[config.mk]
export PLATFORM = sky130hd
export DESIGN_NAME = hbic_top
export DESIGN_NICKNAME = d
export VERILOG_FILES = /design/src/hbic_cmd_pkg.sv /design/src/hbic_beat_pkg.sv /design/src/port_arbiter.sv /design/src/arw_merge.sv /design/src/wdata_router.sv /design/src/rdata_router.sv /design/src/hbic_top.sv
export VERILOG_INCLUDE_DIRS = /design/src /design/src/src
export SDC_FILE = /design/constraint.sdc
export NUM_CORES = 1
export LEC_CHECK = 0
export BUFFER_PORTS_ARGS = -buffer_cell sky130_fd_sc_hd__buf_4
export CAP_MARGIN = 20
export CORE_AREA = 2 2 697 699
export CTS_CLUSTER_DIAMETER = 100
export DETAILED_ROUTE_END_ITERATION = 12
export DIE_AREA = 0 0 699 701
export PLACE_DENSITY = 0.3
export SLEW_MARGIN = 25
export SYNTH_ARGS = -nofsm -noshare
export SYNTH_HDL_FRONTEND = slang
export SYNTH_HIERARCHICAL = 1
export SYNTH_SLANG_ARGS = --single-unit
[constraint.sdc]
create_clock -name sys_clk_i -period 21.2 [get_ports sys_clk_i]
set_input_delay 5.3 -clock sys_clk_i [delete_from_list [all_inputs] [get_ports sys_clk_i]]
set_output_delay 5.3 -clock sys_clk_i [all_outputs]
set_load 0.1 [all_outputs]
[src/hbic_defs.svh]
`ifndef HBIC_DEFS_SVH
`define HBIC_DEFS_SVH

// frame-pipeline masters sharing the controller
`define HBIC_PORTS    4

`define HBIC_ADDR_W   32
`define HBIC_DATA_W   128
`define HBIC_ID_W     4

// burst length field holds beats minus one
`define HBIC_LEN_W    8

// write commands issued but not yet fully forwarded
`define HBIC_WQ_DEPTH 4

`endif

[src/hbic_cmd_pkg.sv]
`default_nettype none

`include "hbic_defs.svh"

package hbic_cmd_pkg;

	typedef logic [$clog2(`HBIC_PORTS)-1:0] port_idx_t;

	// one port's aw or ar request
	typedef struct packed {
		logic [`HBIC_ADDR_W-1:0] addr;
		logic [`HBIC_LEN_W-1:0]  len;    // beats minus one
	} addr_req_t;

	// merged command toward the controller
	typedef struct packed {
		logic [`HBIC_ID_W-1:0]   id;     // originating port
		logic [`HBIC_ADDR_W-1:0] addr;
		logic [`HBIC_LEN_W-1:0]  len;
		logic                    write;  // 1 write, 0 read
	} arw_cmd_t;

endpackage

`default_nettype wire

[src/hbic_beat_pkg.sv]
`default_nettype none

`include "hbic_defs.svh"

package hbic_beat_pkg;

	// write beat, no id since order follows issued commands
	typedef struct packed {
		logic [`HBIC_DATA_W-1:0]   data;
		logic [`HBIC_DATA_W/8-1:0] strb;  // byte enables
		logic                      last;
	} wbeat_t;

	// read beat from the controller
	typedef struct packed {
		logic [`HBIC_ID_W-1:0]     id;    // destination port
		logic [`HBIC_DATA_W-1:0]   data;
		logic                      last;
		logic [1:0]                resp;
	} rbeat_t;

endpackage

`default_nettype wire

[src/port_arbiter.sv]
`default_nettype none

`include "hbic_defs.svh"

module port_arbiter (
	input  wire                          sys_clk_i,
	input  wire                          rst_n_i,
	input  wire [`HBIC_PORTS-1:0]        req_valid_i,
	input  wire hbic_cmd_pkg::addr_req_t req_i [`HBIC_PORTS],
	output logic [`HBIC_PORTS-1:0]       req_ready_o,
	output logic                         slot_valid_o,
	output hbic_cmd_pkg::addr_req_t      slot_o,
	output hbic_cmd_pkg::port_idx_t      slot_port_o,
	input  wire                          slot_ready_i
);

	import hbic_cmd_pkg::*;

	port_idx_t ptr_q;    // first port searched next
	port_idx_t win_idx;
	port_idx_t cand;
	logic      found;
	logic      load_en;

	assign load_en = !slot_valid_o || slot_ready_i;  // slot empty or draining

	// rotate from ptr_q, first requester wins
	always_comb begin
		found   = 1'b0;
		win_idx = ptr_q;
		cand    = ptr_q;
		for (int i = 0; i < `HBIC_PORTS; i++) begin
			cand = port_idx_t'(ptr_q + i);  // wraps at port count
			if (!found && req_valid_i[cand]) begin
				found   = 1'b1;
				win_idx = cand;
			end
		end
	end

	always_comb begin
		req_ready_o = '0;
		if (found && load_en) begin
			req_ready_o[win_idx] = 1'b1;  // one-cycle ready in the load cycle
		end
	end

	always_ff @(posedge sys_clk_i) begin
		if (!rst_n_i) begin
			slot_valid_o <= 1'b0;
			ptr_q        <= '0;
		end else if (load_en) begin
			slot_valid_o <= found;
			if (found) begin
				ptr_q <= win_idx + 1'b1;  // port after the winner
			end
		end
	end

	always_ff @(posedge sys_clk_i) begin
		if (load_en && found) begin
			slot_o      <= req_i[win_idx];
			slot_port_o <= win_idx;
		end
	end

	a_one_grant: assert property (@(posedge sys_clk_i) disable iff (!rst_n_i)
		$onehot0(req_ready_o));

endmodule

`default_nettype wire

[src/arw_merge.sv]
`default_nettype none

`include "hbic_defs.svh"

module arw_merge (
	input  wire                          sys_clk_i,
	input  wire                          rst_n_i,
	input  wire                          aw_valid_i,
	input  wire hbic_cmd_pkg::addr_req_t aw_i,
	input  wire hbic_cmd_pkg::port_idx_t aw_port_i,
	output logic                         aw_ready_o,
	input  wire                          ar_valid_i,
	input  wire hbic_cmd_pkg::addr_req_t ar_i,
	input  wire hbic_cmd_pkg::port_idx_t ar_port_i,
	output logic                         ar_ready_o,
	input  wire                          wq_space_i,
	output logic                         wq_push_o,
	output hbic_cmd_pkg::port_idx_t      wq_port_o,
	output logic                         cmd_valid_o,
	output hbic_cmd_pkg::arw_cmd_t       cmd_o,
	input  wire                          cmd_ready_i
);

	import hbic_cmd_pkg::*;

	localparam int ID_W = `HBIC_ID_W;

	logic     cmd_free;
	logic     aw_ok;
	logic     take_w;
	logic     take_r;
	logic     wr_pri_q;  // write wins the next tie
	arw_cmd_t cmd_d;

	assign cmd_free = !cmd_valid_o || cmd_ready_i;
	assign aw_ok    = aw_valid_i && wq_space_i;  // write needs a queue entry
	assign take_w   = cmd_free && aw_ok && (wr_pri_q || !ar_valid_i);
	assign take_r   = cmd_free && ar_valid_i && !take_w;

	assign aw_ready_o = take_w;
	assign ar_ready_o = take_r;

	// write data order follows command order
	assign wq_push_o = take_w;
	assign wq_port_o = aw_port_i;

	always_comb begin
		cmd_d.write = take_w;
		if (take_w) begin
			cmd_d.id   = ID_W'(aw_port_i);
			cmd_d.addr = aw_i.addr;
			cmd_d.len  = aw_i.len;
		end else begin
			cmd_d.id   = ID_W'(ar_port_i);
			cmd_d.addr = ar_i.addr;
			cmd_d.len  = ar_i.len;
		end
	end

	always_ff @(posedge sys_clk_i) begin
		if (!rst_n_i) begin
			cmd_valid_o <= 1'b0;
			wr_pri_q    <= 1'b1;
		end else begin
			if (cmd_free) begin
				cmd_valid_o <= take_w || take_r;
			end
			if (take_w && ar_valid_i) begin
				wr_pri_q <= 1'b0;  // read goes first next time
			end else if (take_r && aw_ok) begin
				wr_pri_q <= 1'b1;
			end
		end
	end

	always_ff @(posedge sys_clk_i) begin
		if (take_w || take_r) begin
			cmd_o <= cmd_d;
		end
	end

	a_cmd_hold: assert property (@(posedge sys_clk_i) disable iff (!rst_n_i)
		cmd_valid_o && !cmd_ready_i |=> cmd_valid_o && $stable(cmd_o));

endmodule

`default_nettype wire

[src/wdata_router.sv]
`default_nettype none

`include "hbic_defs.svh"

module wdata_router (
	input  wire                           sys_clk_i,
	input  wire                           rst_n_i,
	input  wire                           push_i,
	input  wire hbic_cmd_pkg::port_idx_t  push_port_i,
	output logic                          space_o,
	input  wire [`HBIC_PORTS-1:0]         w_valid_i,
	input  wire hbic_beat_pkg::wbeat_t    w_i [`HBIC_PORTS],
	output logic [`HBIC_PORTS-1:0]        w_ready_o,
	output logic                          mw_valid_o,
	output hbic_beat_pkg::wbeat_t         mw_o,
	input  wire                           mw_ready_i
);

	import hbic_cmd_pkg::*;

	localparam int PTR_W = $clog2(`HBIC_WQ_DEPTH);
	localparam int CNT_W = PTR_W + 1;

	port_idx_t        q_mem [`HBIC_WQ_DEPTH];  // ports of issued writes
	logic [PTR_W-1:0] wr_ptr_q;
	logic [PTR_W-1:0] rd_ptr_q;
	logic [CNT_W-1:0] count_q;
	port_idx_t        head;
	logic             empty;
	logic             pop;

	assign empty   = (count_q == '0);
	assign space_o = (count_q != CNT_W'(`HBIC_WQ_DEPTH));
	assign head    = q_mem[rd_ptr_q];

	// head port passes straight through
	assign mw_valid_o = !empty && w_valid_i[head];
	assign mw_o       = w_i[head];
	assign pop        = mw_valid_o && mw_ready_i && mw_o.last;  // burst done

	always_comb begin
		for (int i = 0; i < `HBIC_PORTS; i++) begin
			w_ready_o[i] = !empty && mw_ready_i && (head == port_idx_t'(i));
		end
	end

	always_ff @(posedge sys_clk_i) begin
		if (!rst_n_i) begin
			wr_ptr_q <= '0;
			rd_ptr_q <= '0;
			count_q  <= '0;
		end else begin
			if (push_i) begin
				wr_ptr_q <= wr_ptr_q + 1'b1;
			end
			if (pop) begin
				rd_ptr_q <= rd_ptr_q + 1'b1;
			end
			if (push_i && !pop) begin
				count_q <= count_q + 1'b1;
			end else if (pop && !push_i) begin
				count_q <= count_q - 1'b1;
			end
		end
	end

	always_ff @(posedge sys_clk_i) begin
		if (push_i) begin
			q_mem[wr_ptr_q] <= push_port_i;
		end
	end

	// merge stage must honour space_o
	a_no_push_full: assert property (@(posedge sys_clk_i) disable iff (!rst_n_i)
		push_i |-> count_q != CNT_W'(`HBIC_WQ_DEPTH));

endmodule

`default_nettype wire

[src/rdata_router.sv]
`default_nettype none

`include "hbic_defs.svh"

module rdata_router (
	input  wire                        mr_valid_i,
	input  wire hbic_beat_pkg::rbeat_t mr_i,
	output logic                       mr_ready_o,
	output logic [`HBIC_PORTS-1:0]     r_valid_o,
	output hbic_beat_pkg::rbeat_t      r_o,
	input  wire [`HBIC_PORTS-1:0]      r_ready_i
);

	import hbic_cmd_pkg::*;

	localparam int ID_W = `HBIC_ID_W;

	port_idx_t dst;

	assign dst = port_idx_t'(mr_i.id);  // id carries the port number
	assign r_o = mr_i;                  // payload shared by all ports

	always_comb begin
		for (int i = 0; i < `HBIC_PORTS; i++) begin
			r_valid_o[i] = mr_valid_i && (mr_i.id == ID_W'(i));
		end
	end

	assign mr_ready_o = r_ready_i[dst];

	// controller must echo an id issued by arw_merge
	always_comb begin
		if (mr_valid_i) begin
			a_id_range: assert (mr_i.id < ID_W'(`HBIC_PORTS))
				else $error("read beat id %0d has no port", mr_i.id);
		end
	end

endmodule

`default_nettype wire

[src/hbic_top.sv]
`default_nettype none

`include "hbic_defs.svh"

module hbic_top (
	input  wire                          sys_clk_i,
	input  wire                          rst_n_i,
	input  wire [`HBIC_PORTS-1:0]        aw_valid_i,
	input  wire hbic_cmd_pkg::addr_req_t aw_i [`HBIC_PORTS],
	output logic [`HBIC_PORTS-1:0]       aw_ready_o,
	input  wire [`HBIC_PORTS-1:0]        ar_valid_i,
	input  wire hbic_cmd_pkg::addr_req_t ar_i [`HBIC_PORTS],
	output logic [`HBIC_PORTS-1:0]       ar_ready_o,
	input  wire [`HBIC_PORTS-1:0]        w_valid_i,
	input  wire hbic_beat_pkg::wbeat_t   w_i [`HBIC_PORTS],
	output logic [`HBIC_PORTS-1:0]       w_ready_o,
	output logic [`HBIC_PORTS-1:0]       r_valid_o,
	output hbic_beat_pkg::rbeat_t        r_o [`HBIC_PORTS],
	input  wire [`HBIC_PORTS-1:0]        r_ready_i,
	output logic                         cmd_valid_o,
	output hbic_cmd_pkg::arw_cmd_t       cmd_o,
	input  wire                          cmd_ready_i,
	output logic                         mw_valid_o,
	output hbic_beat_pkg::wbeat_t        mw_o,
	input  wire                          mw_ready_i,
	input  wire                          mr_valid_i,
	input  wire hbic_beat_pkg::rbeat_t   mr_i,
	output logic                         mr_ready_o
);

	import hbic_cmd_pkg::*;
	import hbic_beat_pkg::*;

	logic      aw_slot_valid;
	addr_req_t aw_slot;
	port_idx_t aw_slot_port;
	logic      aw_slot_ready;
	logic      ar_slot_valid;
	addr_req_t ar_slot;
	port_idx_t ar_slot_port;
	logic      ar_slot_ready;
	logic      wq_push;
	port_idx_t wq_port;
	logic      wq_space;
	rbeat_t    r_beat;

	port_arbiter u_aw_arb (
		.sys_clk_i    (sys_clk_i),
		.rst_n_i      (rst_n_i),
		.req_valid_i  (aw_valid_i),
		.req_i        (aw_i),
		.req_ready_o  (aw_ready_o),
		.slot_valid_o (aw_slot_valid),
		.slot_o       (aw_slot),
		.slot_port_o  (aw_slot_port),
		.slot_ready_i (aw_slot_ready)
	);

	port_arbiter u_ar_arb (
		.sys_clk_i    (sys_clk_i),
		.rst_n_i      (rst_n_i),
		.req_valid_i  (ar_valid_i),
		.req_i        (ar_i),
		.req_ready_o  (ar_ready_o),
		.slot_valid_o (ar_slot_valid),
		.slot_o       (ar_slot),
		.slot_port_o  (ar_slot_port),
		.slot_ready_i (ar_slot_ready)
	);

	arw_merge u_arw_merge (
		.sys_clk_i   (sys_clk_i),
		.rst_n_i     (rst_n_i),
		.aw_valid_i  (aw_slot_valid),
		.aw_i        (aw_slot),
		.aw_port_i   (aw_slot_port),
		.aw_ready_o  (aw_slot_ready),
		.ar_valid_i  (ar_slot_valid),
		.ar_i        (ar_slot),
		.ar_port_i   (ar_slot_port),
		.ar_ready_o  (ar_slot_ready),
		.wq_space_i  (wq_space),
		.wq_push_o   (wq_push),
		.wq_port_o   (wq_port),
		.cmd_valid_o (cmd_valid_o),
		.cmd_o       (cmd_o),
		.cmd_ready_i (cmd_ready_i)
	);

	wdata_router u_wdata_router (
		.sys_clk_i   (sys_clk_i),
		.rst_n_i     (rst_n_i),
		.push_i      (wq_push),
		.push_port_i (wq_port),
		.space_o     (wq_space),
		.w_valid_i   (w_valid_i),
		.w_i         (w_i),
		.w_ready_o   (w_ready_o),
		.mw_valid_o  (mw_valid_o),
		.mw_o        (mw_o),
		.mw_ready_i  (mw_ready_i)
	);

	rdata_router u_rdata_router (
		.mr_valid_i (mr_valid_i),
		.mr_i       (mr_i),
		.mr_ready_o (mr_ready_o),
		.r_valid_o  (r_valid_o),
		.r_o        (r_beat),
		.r_ready_i  (r_ready_i)
	);

	for (genvar i = 0; i < `HBIC_PORTS; i++) begin : g_r_fanout
		assign r_o[i] = r_beat;  // only r_valid_o selects the port
	end

endmodule

`default_nettype wire

# Yosys cells after proc, flatten, opt, wreduce, memory -nomap -nowiden
# Memories as Yosys holds them, arrays and structs flattened. A register that Yosys moved wholly into a read port is not among the register bits.
# Cells that the tools add are included.
# word_totals
memories,1
elab_cells,172
inputBits,1056
regBits,144
mem_bits_rw,8
# mem_list
name,words,width,rd,rd_ports_with_merged_regs,wr,line,rtl
u_wdata_router.q_mem,4,2,1,1,1,wdata_router.sv:24,port_idx_t q_mem [`HBIC_WQ_DEPTH];
# classes
eq_ne,7
mux,58
bitwise_logic,3
magnitude_cmp,17
n_reduce_logical,55
addsub,12
# ops
cell,count
$bmux W145 S2,1
$mux W145,2
$bmux W40 S2,2
$mux W40,4
$mux W42,1
$lt A2 B3 Y1 const B,12
$logic_and A1 B1 Y1,31
$mux W1,24
$bmux W1 S2,10
$mux W2,8
$add A2 B1 Y2 const B,6
$logic_not A1 Y1,12
$ge A3 B3 Y1 const B,3
$not A2 Y3,3
$add A2 B2 Y2 const B,4
$eq A4 B2 Y1 const B,2
$mux W4,2
$mux W3,2
$logic_or A1 B1 Y1,5
$demux W1 S2,2
$eq A2 B2 Y1 const B,2
$eq A4 B1 Y1 const B,1
$ge A2 B1 Y1 const B,2
$logic_not A4 Y1,1
other kinds (8),10

# Longest topological paths before layout
# Gate-level depths: netlist (run 1).
# depth
ltp_word,17
ltp_mapped,12

# Cells and area by module
# Netlist (run 1), hierarchy kept.
# modules_own_cells
module,instances,cells_each,area_each_um2
port_arbiter,2,209,2882.8
wdata_router,1,256,4304.1
hbic_top,1,405,3040.4
arw_merge,1,110,1979.4
rdata_router,1,141,1084.8

# Least setup slack after synthesis (run 1)
# Ideal clock, no wire load.
# synth_path
kind,input to output
start,input port cmd_ready_i
end,output port aw_ready_o[0]
stages,6
t_arrival_ns,10.582
n_path_buf,1
required_time_ns,15.900
slack_ns,5.318
cell_sequence,nor2b_4 nor3_4 buf_6 inv_1 a21oi_1 nor3b_1
# synth_between
elab_chain_cells,6
# synth_lines
item,line,rtl
from (decl),hbic_top.sv:22,"input wire cmd_ready_i,"
$logic_or A1 B1 Y1,arw_merge.sv:35,assign cmd_free = !cmd_valid_o || cmd_ready_i;
$logic_and A1 B1 Y1 (2 in a row),arw_merge.sv:37,assign take_w = cmd_free && aw_ok && (wr_pri_q || !ar_valid_i);
via aw_slot_ready,hbic_top.sv:37,logic aw_slot_ready;
$logic_or A1 B1 Y1,port_arbiter.sv:25,assign load_en = !slot_valid_o || slot_ready_i;
$logic_and A1 B1 Y1,port_arbiter.sv:43,if (found && load_en) begin
$mux W4,port_arbiter.sv:43,
to (decl),hbic_top.sv:10,"output logic [`HBIC_PORTS-1:0] aw_ready_o,"
# The timed path passes the listed nets, and every way through them passes these cells.

# Worst setup path in the final report (run 1)
# layout_path
start,input port cmd_ready_i
end,output port ar_ready_o[3]
# layout_between
elab_chain_cells,8
word_cells_on_any_way,9
# layout_lines
item,line,rtl
$logic_or A1 B1 Y1,arw_merge.sv:35,
$logic_and A1 B1 Y1 (2 in a row),arw_merge.sv:37,
via aw_slot_ready,hbic_top.sv:37,
$logic_not A1 Y1,arw_merge.sv:38,assign take_r = cmd_free && ar_valid_i && !take_w;
$logic_and A1 B1 Y1,arw_merge.sv:38,
via ar_slot_ready,hbic_top.sv:41,logic ar_slot_ready;
$logic_or A1 B1 Y1,port_arbiter.sv:25,
$logic_and A1 B1 Y1,port_arbiter.sv:43,
$mux W4,port_arbiter.sv:43,
to (decl),hbic_top.sv:13,"output logic [`HBIC_PORTS-1:0] ar_ready_o,"
# The timed path passes the listed nets, and every way through them passes these cells.

==> flow_summary.json, run 1 <==
{
  "crit_type": "in -> out",
  "path_clk_slew_ps": 70,
  "setup_viol": 0,
  "grt_pass1_vias": 15310,
  "min_path_type": "reg -> reg",
  "yosysUniqueCellTypes": 55,
  "worst_pin_slew_ps": 1020,
  "nFillCells": 56825,
  "area_growth_pct": 81.7,
  "irDropWorstVdd_uv": 52.8,
  "root_buffer": "clkbuf_16",
  "whs_path_depth": 2,
  "max_cap_violations": 0,
  "multi_input_area_sq_um": 7160,
  "powerDensity_nw_per_um2": 110,
  "post-cts-setup-buffers": 0,
  "worstRegToRegCells": 10,
  "async_flop_share": 0,
  "synth_area_sq_um": 16200,
  "synth_ff_type": "edfxtp_1",
  "cts_made_buffers": 25,
  "io_buffers": 1147,
  "synth_area_leaders": "buf_4 (26%), edfxtp_1 (25%), mux4_2 (20%)",
  "seq_area_sq_um": 4390,
  "finalCriticalPeriod_ps": 13020,
  "rsz0062_at_grt": "no",
  "layout-drive-gt1-share": 0.729,
  "crit_fanout": 41,
  "netlist.area_leader.share": 0.256,
  "drv_slew": 0,
  "slew_headroom": 0.317,
  "die_area_sq_um": 490000,
  "place_inst": 8312,
  "hold_buffers": 0,
  "num_rows": 255,
  "ys_ff_latch": 152,
  "ys_seq_area_frac": 0.272,
  "start_util": 0.0336,
  "drtIter0Drc": 1142,
  "final_cells": 8473,
  "skew_ps": 21.9,
  "yosysMostFrequentCell": "buf_4",
  "grt_overflow": 0,
  "die_width_um": 699,
  "nets": 2976,
  "insertion_delay_ps": 550,
  "outcome": "finished clean",
  "syn_avg_cell_area_sq_um": 12.2,
  "grt_max_degree": 74,
  "ys_warn_count": 6,
  "max_freq_ghz": 0.0768,
  "synth_edf_count": 135,
  "track_usage": 0.106,
  "cts_tree": "done",
  "h-tree-depth": 4,
  "cts_resized": 0,
  "arrival_ps": 7720,
  "netlist_top_cells_count": "buf_4 (551), mux2i_1 (245), mux4_2 (147)",
  "fin_util": 0.0610,
  "cts_buffer_depth": 3,
  "final-hold-violation-count": 0,
  "avgViaCountPerCell": 1.83,
  "fin_setup_tns_ps": 0,
  "core_region_area_sq_um": 482000,
  "drt_wl_total_mm": 271,
  "final_antenna_net_count": 0,
  "antenna_found_initial": 267,
  "ioPinCount": 1805,
  "die_height_um": 701,
  "p_leak_uw": 0.0100,
  "dp_hpwl_mm": 252,
  "startpoint_type": "primary input",
  "cp-end-kind": "primary output",
  "place_congestion": 0.987,
  "synthCells": 1330,
  "post-route-period-util": 0.614,
  "route.detailed.drc": 0,
  "wl_per_cell_um": 32.0,
  "grt_pass1_wl_mm": 305,
  "cts_sinks": 152,
  "yosys.area.top_type": "buf_4",
  "cp.required_ps": 15900,
  "drt-pass1-iter-count": 5,
  "vias": 15515
}
==> metal layers <==
metal	wire, um	GRT usage	vias up
met1	95300	0.109	7419
li1	-	-	5658
met5	527	0.00402	-
met2	131000	0.181	1826
met3	26400	0.0444	586
met4	17900	0.0589	26
==> per-stage QoR <==
stage	hold slack [ps]	worst slack (ps)	total power, uW	instance area, sq um
after floorplan	462	5320	2530	16200
after global placement	482	8030	2910	28400
after detailed placement	494	8010	2910	28400
after CTS	506	7990	3320	29100
after global routing	560	7880	3350	29300
final	502	8180	3230	29400
==> where the power goes <==
group	total (uW)	switching, uW	leakage (uW)	internal (uW)
Combinational	2380	1780	0.00823	595
Sequential	476	40.2	0.00148	436
Clock	379	164	0.000336	214
Total	3230	1980	0.0100	1250
==> path summary, 6_finish.rpt <==
kind / slack [ps] / to / from
worst min register to register: 500 / u_wdata_router/rd_ptr_q[0] / u_wdata_router/rd_ptr_q[0]
worst max register to register: 17420 / u_wdata_router/count_q[2] / register
worst min-delay path: 500 / u_wdata_router/rd_ptr_q[0] / u_wdata_router/rd_ptr_q[0]
worst max-delay path: 8180 / ar_ready_o[3] / cmd_ready_i
==> placed cells by master (no fill, tap or decap), types with 3 or more instances in the layout <==
| cell | netlist | final |
|---|---|---|
| diode_2 | 0 | 128 |
| inv_1 | 10 | 10 |
| a21oi_1 | 12 | 10 |
| ha_1 | 5 | 5 |
| dfxtp_1 | 17 | 17 |
| clkbuf_16 | 0 | 25 |
| mux2_2 | 40 | 40 |
| and2_1 | 6 | 6 |
| edfxtp_1 | 135 | 135 |
| nor3_1 | 4 | 4 |
| clkinv_2 | 0 | 4 |
| o21ai_0 | 4 | 4 |
| mux2_1 | 5 | 5 |
| nand2b_1 | 6 | 6 |
| nand2_1 | 12 | 12 |
| buf_4 | 551 | 1164 |
| and3_1 | 3 | 3 |
| mux4_2 | 147 | 145 |
| nor2b_1 | 5 | 5 |
| mux2i_1 | 245 | 244 |
| nor2_1 | 16 | 15 |
| a21boi_0 | 4 | 4 |
| xnor2_1 | 3 | 3 |
==> final cells by class <==
cell class,count,area share
clock buffers,27,0.0219
clock inverters,6,0.000936
inverters,10,0.00128
flip-flops and latches,152,0.149
multi-input cells,559,0.244
well taps,6425,0.273
diodes,128,0.0109
repair buffers,1166,0.298
==> sequential cells by signal (all words and copies together) (netlist names), named ones only <==
| signal | count |
|---|---|
| u_ar_arb/ptr_q | 2 |
| u_ar_arb/slot_o | 40 |
| u_ar_arb/slot_port_o | 2 |
| u_ar_arb/slot_valid_o | 1 |
| u_arw_merge/cmd_o | 43 |
| u_arw_merge/cmd_valid_o | 1 |
| u_arw_merge/wr_pri_q | 1 |
| u_aw_arb/ptr_q | 2 |
| u_aw_arb/slot_o | 40 |
| u_aw_arb/slot_port_o | 2 |
| u_aw_arb/slot_valid_o | 1 |
| u_wdata_router/count_q | 3 |
| u_wdata_router/q_mem | 8 |
| u_wdata_router/rd_ptr_q | 2 |
| u_wdata_router/wr_ptr_q | 2 |
==> logic make-up (layout without fill, tap and decap cells) <==
kind of cell    count (synthesis)  in the layout  synth area share
buf+inv                       620           1209             0.289
mux                           437            437             0.388
flops                         152            152             0.272
simple gates                   71             71            0.0267
compound gates                 38             38            0.0166
fa+ha+maj                       6              6           0.00511
xor+xnor                        5              5           0.00271
other cells                     1            130          0.000232
==> critical path, cell delays in order <==
cell     delay [ps]
buf_4           120
nor2b_4         100
buf_4           210
nor3_4           70
nor3_1          180
inv_1           120
a21oi_4         380
buf_4           630
and3_1          270
buf_4           290
No activity file was read; power rests on OpenSTA's default activity.
==> run 2: changes to the inputs <==
--- a/config.mk
+++ b/config.mk
@@ -8,10 +8,10 @@
 export LEC_CHECK = 0
 export BUFFER_PORTS_ARGS = -buffer_cell sky130_fd_sc_hd__buf_4
 export CAP_MARGIN = 20
-export CORE_AREA = 2 2 697 699
+export CORE_AREA = 2 2 695 697
 export CTS_CLUSTER_DIAMETER = 100
 export DETAILED_ROUTE_END_ITERATION = 12
-export DIE_AREA = 0 0 699 701
+export DIE_AREA = 0 0 697 699
 export PLACE_DENSITY = 0.3
 export SLEW_MARGIN = 25
 export SYNTH_ARGS = -nofsm -noshare
==> constraint.sdc (replaced) <==
create_clock -name sys_clk_i -period 11.25 [get_ports sys_clk_i]
set_input_delay 2.8125 -clock sys_clk_i [delete_from_list [all_inputs] [get_ports sys_clk_i]]
set_output_delay 2.8125 -clock sys_clk_i [all_outputs]
set_load 0.1 [all_outputs]
==> run 2 against run 1 <==
Against the previous run: flip-flop and latch count is the same; setup slack lost 5300 ps; highest routed layer unchanged; via count grew 0.90%; cell count shrank 0.44%; wire length shrank 2.0%; first-iteration DRC count grew 6.7%; clock power grew 81%; utilization is essentially flat; critical path type unchanged.
==> flow_summary.json, run 2 (same netlist as run 1, synthesis figures left out) <==
{
  "outcome": "finished clean",
  "cts_buffer_depth": 3,
  "fin_setup_tns_ps": 0,
  "core_region_area_sq_um": 480000,
  "wl_per_cell_um": 31.5,
  "crit_path_frequent_cell": "buf_4",
  "final-hold-violation-count": 0,
  "top_register": "u_arw_merge/cmd_o",
  "root_buffer": "clkbuf_16",
  "die_area_sq_um": 487000,
  "track_usage": 0.105,
  "p_total_uw": 6130,
  "fin_util": 0.0610,
  "grt_pass1_wl_mm": 301,
  "avgViaCountPerCell": 1.86,
  "critPathMaxStageDelay_ps": 730,
  "finalCriticalPeriod_ps": 8420,
  "insertion_delay_ps": 590,
  "reg.largest.list": "u_arw_merge/cmd_o: 43 flops, u_ar_arb/slot_o: 40 flops, u_aw_arb/slot_o: 40 flops",
  "cp-end-kind": "primary output",
  "cts_tree": "done",
  "cts_resized": 0,
  "grt_overflow": 0,
  "die_width_um": 697,
  "cts_made_buffers": 21,
  "worst_pin_slew_ps": 1010,
  "num_rows": 255,
  "hold_buffers": 0,
  "path_depth": 10,
  "slowest_stage": "a21oi_4",
  "seq_area_sq_um": 4390,
  "arrival_ps": 5600,
  "largest_reg_flops": 43,
  "layout_commonest_cell": "buf_4",
  "place_congestion": 0.984,
  "rsz0062_at_grt": "no",
  "vias": 15655,
  "crit_family": "simple AND/OR/NAND/NOR gates",
  "skew_ps": 39.5,
  "path_buf_inv": 4,
  "most-common-layout-cells": "buf_4 (1,171), mux2i_1 (244), mux4_2 (145)",
  "dp_hpwl_mm": 246,
  "placed_cell_area_sq_um": 28500,
  "crit_fanout": 21,
  "max_freq_ghz": 0.119,
  "irDropWorstVdd_uv": 91.6,
  "drt-pass1-iter-count": 5,
  "h-tree-depth": 4,
  "route.detailed.drc": 0,
  "nets": 2979,
  "post-route-period-util": 0.748,
  "path_clk_slew_ps": 80,
  "drt_wl_total_mm": 265,
  "crit_chain": "buf_4 > nor2b_4 > nor3_4 > buf_4 > nor3_2 > inv_1 > a21oi_4 > nand2_1 > nor2_1 > buf_4",
  "cp.required_ps": 8440,
  "drtIter0Drc": 1219,
  "final_antenna_net_count": 0,
  "p_leak_uw": 0.0100,
  "grt_pass1_vias": 15274,
  "powerDensity_nw_per_um2": 209,
  "ioPinCount": 1805,
  "startpoint_type": "primary input",
  "setup_viol": 0,
  "slew_headroom": 0.326,
  "fin_hold_ws_ps": 504,
  "min_path_type": "reg -> reg",
  "layout-drive-gt1-share": 0.730,
  "cts_sinks": 152,
  "fin_area_sq_um": 29300,
  "die_height_um": 699,
  "max_cap_violations": 0,
  "crit_type": "in -> out",
  "grt_max_degree": 85,
  "whs_path_depth": 2,
  "nFillCells": 56472,
  "io_buffers": 1147,
  "post-cts-setup-buffers": 0,
  "worstRegToRegCells": 12,
  "start_util": 0.0337,
  "drv_slew": 0,
  "multi_input_area_sq_um": 7180,
  "area_growth_pct": 81.0,
  "antenna_found_initial": 267
}
-- run 2: path summary, 6_finish.rpt --
kind	start	endpoint	slack (ps)
setup / recovery	cmd_ready_i	ar_ready_o[1]	2830
hold reg to reg	u_arw_merge/wr_pri_q	u_arw_merge/wr_pri_q	500
setup reg to reg	register	u_wdata_router/count_q[2]	6750
hold / removal	u_arw_merge/wr_pri_q	u_arw_merge/wr_pri_q	500
-- run 2: area by class of cell --
type,instances,share of cell area
Timing Repair Buffer,1173,0.302
Tap cell,6425,0.275
Multi-Input combinational cell,559,0.245
Sequential cell,152,0.150
Clock buffer,24,0.0183
Antenna cell,85,0.00726
Clock inverter,8,0.00145
Inverter,10,0.00128
-- run 2: per-stage QoR --
stage / instances / setup slack (ps)
2_1_floorplan: 1331 / 343
3_3_place_gp: 8319 / 2250
3_5_place_dp: 8319 / 2700
4_1_cts: 8351 / 2680
5_1_grt: 8412 / 2580
6_report: 8436 / 2830
-- run 2: power by group --
group          total [uW]  internal (uW)  switching, uW
registers             923            821            102
logic                4520           1130           3400
clock network         685            342            343
total                6130           2290           3840
-- run 2: tightest hold or removal path, cell delays in order, from the launching register on --
cell     delay, ps
dfxtp_1        330
o31ai_1         60
nand3_1         70
-- run 2: routing by layer --
metal,routed length (um),global-route usage,share of wire,vias up
met5,801,0.00304,0.0030,-
met4,13800,0.0466,0.052,70
met1,94800,0.109,0.36,7596
met2,123000,0.172,0.46,1838
met3,32600,0.0586,0.12,534
li1,-,-,-,5617
==> run 3: changes to the inputs <==
==> constraint.sdc (replaced) <==
create_clock -name sys_clk_i -period 7.65 [get_ports sys_clk_i]
set_input_delay 1.9125 -clock sys_clk_i [delete_from_list [all_inputs] [get_ports sys_clk_i]]
set_output_delay 1.9125 -clock sys_clk_i [all_outputs]
set_load 0.1 [all_outputs]
==> run 3 against run 2 <==
Against the previous run: first-iteration DRC count rose by 22%; utilization barely moved; highest routed layer unchanged; critical endpoint is now mw_o[18]; worst hold slack improved by 2.4 ps; non-clock buffer count rose by 5; critical path type is now reg -> out; global-route usage rose by 0.35 points.
==> flow_summary.json, run 3 (same netlist as run 1, synthesis figures left out) <==
{
  "min_path_type": "reg -> reg",
  "io_buffers": 1147,
  "ff2ff_setup_slack_ps": 2900,
  "insertion_delay_ps": 540,
  "cts_buffer_depth": 3,
  "post-route-period-util": 0.789,
  "wl_per_cell_um": 32.6,
  "die_area_sq_um": 487000,
  "avgViaCountPerCell": 1.98,
  "reg.largest.list": "u_arw_merge/cmd_o: 43 flops, u_ar_arb/slot_o: 40 flops, u_aw_arb/slot_o: 40 flops",
  "cts_sinks": 152,
  "worst_pin_slew_ps": 1030,
  "crit_path_frequent_cell": "buf_4",
  "die_height_um": 699,
  "crit_family": "buffers and inverters",
  "dp_hpwl_mm": 254,
  "fin_area_sq_um": 29500,
  "largest_reg_flops": 43,
  "cts_tree": "done",
  "critPathMaxStageDelay_ps": 760,
  "fin_setup_tns_ps": 0,
  "arrival_ps": 4120,
  "worstRegToRegCells": 12,
  "skew_ps": 34.1,
  "cts_resized": 0,
  "antenna_found_initial": 349,
  "area_growth_pct": 82.3,
  "vias": 16701,
  "whs_path_depth": 2,
  "grt_pass1_wl_mm": 312,
  "startpoint_type": "register",
  "h-tree-depth": 4,
  "grt_pass1_vias": 15760,
  "setup_viol": 0,
  "fin_hold_ws_ps": 506,
  "slowest_stage": "mux4_4",
  "outcome": "finished clean",
  "num_rows": 255,
  "top_register": "u_arw_merge/cmd_o",
  "final-hold-violation-count": 0,
  "powerDensity_nw_per_um2": 304,
  "crit_chain": "mux4_4 > buf_4 > buf_4 > mux4_2 > buf_4",
  "root_buffer": "clkbuf_16",
  "cts_made_buffers": 25,
  "cp.required_ps": 5740,
  "path_clk_slew_ps": 60,
  "place_congestion": 1.15,
  "hold_buffers": 0,
  "final_antenna_net_count": 0,
  "placed_cell_area_sq_um": 28500,
  "nets": 2988,
  "crit_fanout": 42,
  "ioPinCount": 1805,
  "post-cts-setup-buffers": 0,
  "layout-drive-gt1-share": 0.733,
  "rsz0062_at_grt": "no",
  "grt_max_degree": 71,
  "path_depth": 5,
  "core_region_area_sq_um": 480000,
  "finalCriticalPeriod_ps": 6040,
  "cp-end-kind": "primary output",
  "path_buf_inv": 3,
  "slew_headroom": 0.314,
  "crit_type": "reg -> out",
  "drt-pass1-iter-count": 6,
  "drv_slew": 0,
  "grt_overflow": 0,
  "drtIter0Drc": 1488,
  "start_util": 0.0337,
  "max_freq_ghz": 0.166,
  "track_usage": 0.108,
  "die_width_um": 697,
  "most-common-layout-cells": "buf_4 (1,176), mux2i_1 (244), mux4_2 (145)",
  "layout_commonest_cell": "buf_4",
  "drt_wl_total_mm": 276,
  "irDropWorstVdd_uv": 159,
  "route.detailed.drc": 0,
  "max_cap_violations": 0,
  "p_leak_uw": 0.0101
}
[run 3: changes by cell type in the layout (fill, tap and decap cells not counted), sizes merged]
cell      change
clkinvlp      -1
bufinv        +2
clkbuf        +3
diode         +9
buf           +5
clkinv        -3
[run 3: worst register-to-register path, cell delays in order (launching register included)]
cell      delay (ps)
dfxtp_1          420
mux4_4           960
buf_4            460
mux2i_1          320
buf_4            200
nor2_1            70
a22oi_1          820
ha_1             350
inv_1             70
fa_1             380
xor2_1           160
or3_1            310
a21boi_0         180
[run 3: routing by layer]
metal / share of wire / wire [um] / track usage
met4: 0.067 / 18500 / 0.0616
met5: 0.0049 / 1350 / 0.00971
met1: 0.33 / 90100 / 0.102
met2: 0.48 / 132000 / 0.185
met3: 0.12 / 33300 / 0.0602
[run 3: layout make-up]
type	instances	area (sq um)
fillers	56506	451000
repair buffers	1178	8880
well taps	6425	8040
multi-input cells	559	7180
flip-flops and latches	152	4390
clock buffers	27	643
diodes	94	235
clock inverters	6	81.3
inverters	10	37.5
[run 3: power by group]
| part | leakage (uW) | switching (uW) | internal (uW) |
|---|---|---|---|
| combinational | 0.00830 | 4860 | 1660 |
| clock | 0.000355 | 445 | 662 |
| sequential | 0.00148 | 125 | 1210 |
[run 3: final timing paths]
kind | start | to
worst min register to register | u_arw_merge/wr_pri_q | u_arw_merge/wr_pri_q
worst min-delay path | u_arw_merge/wr_pri_q | u_arw_merge/wr_pri_q
worst max-delay path | register | mw_o[18]
worst max register to register | register | u_wdata_router/count_q[2]
[run 3: per-stage QoR]
| stage | std cells | utilization | total power [uW] | setup slack [ps] |
|---|---|---|---|---|
| 2_1_floorplan | 1331 | - | 7010 | 418 |
| 3_3_place_gp | 8323 | 0.0593 | 7930 | 1590 |
| 3_5_place_dp | 8323 | 0.0594 | 7950 | 1590 |
| 4_1_cts | 8356 | 0.0609 | 9130 | 1390 |
| 5_1_grt | 8426 | 0.0613 | 9260 | 1260 |
| 6_report | 8451 | 0.0614 | 8960 | 1610 |
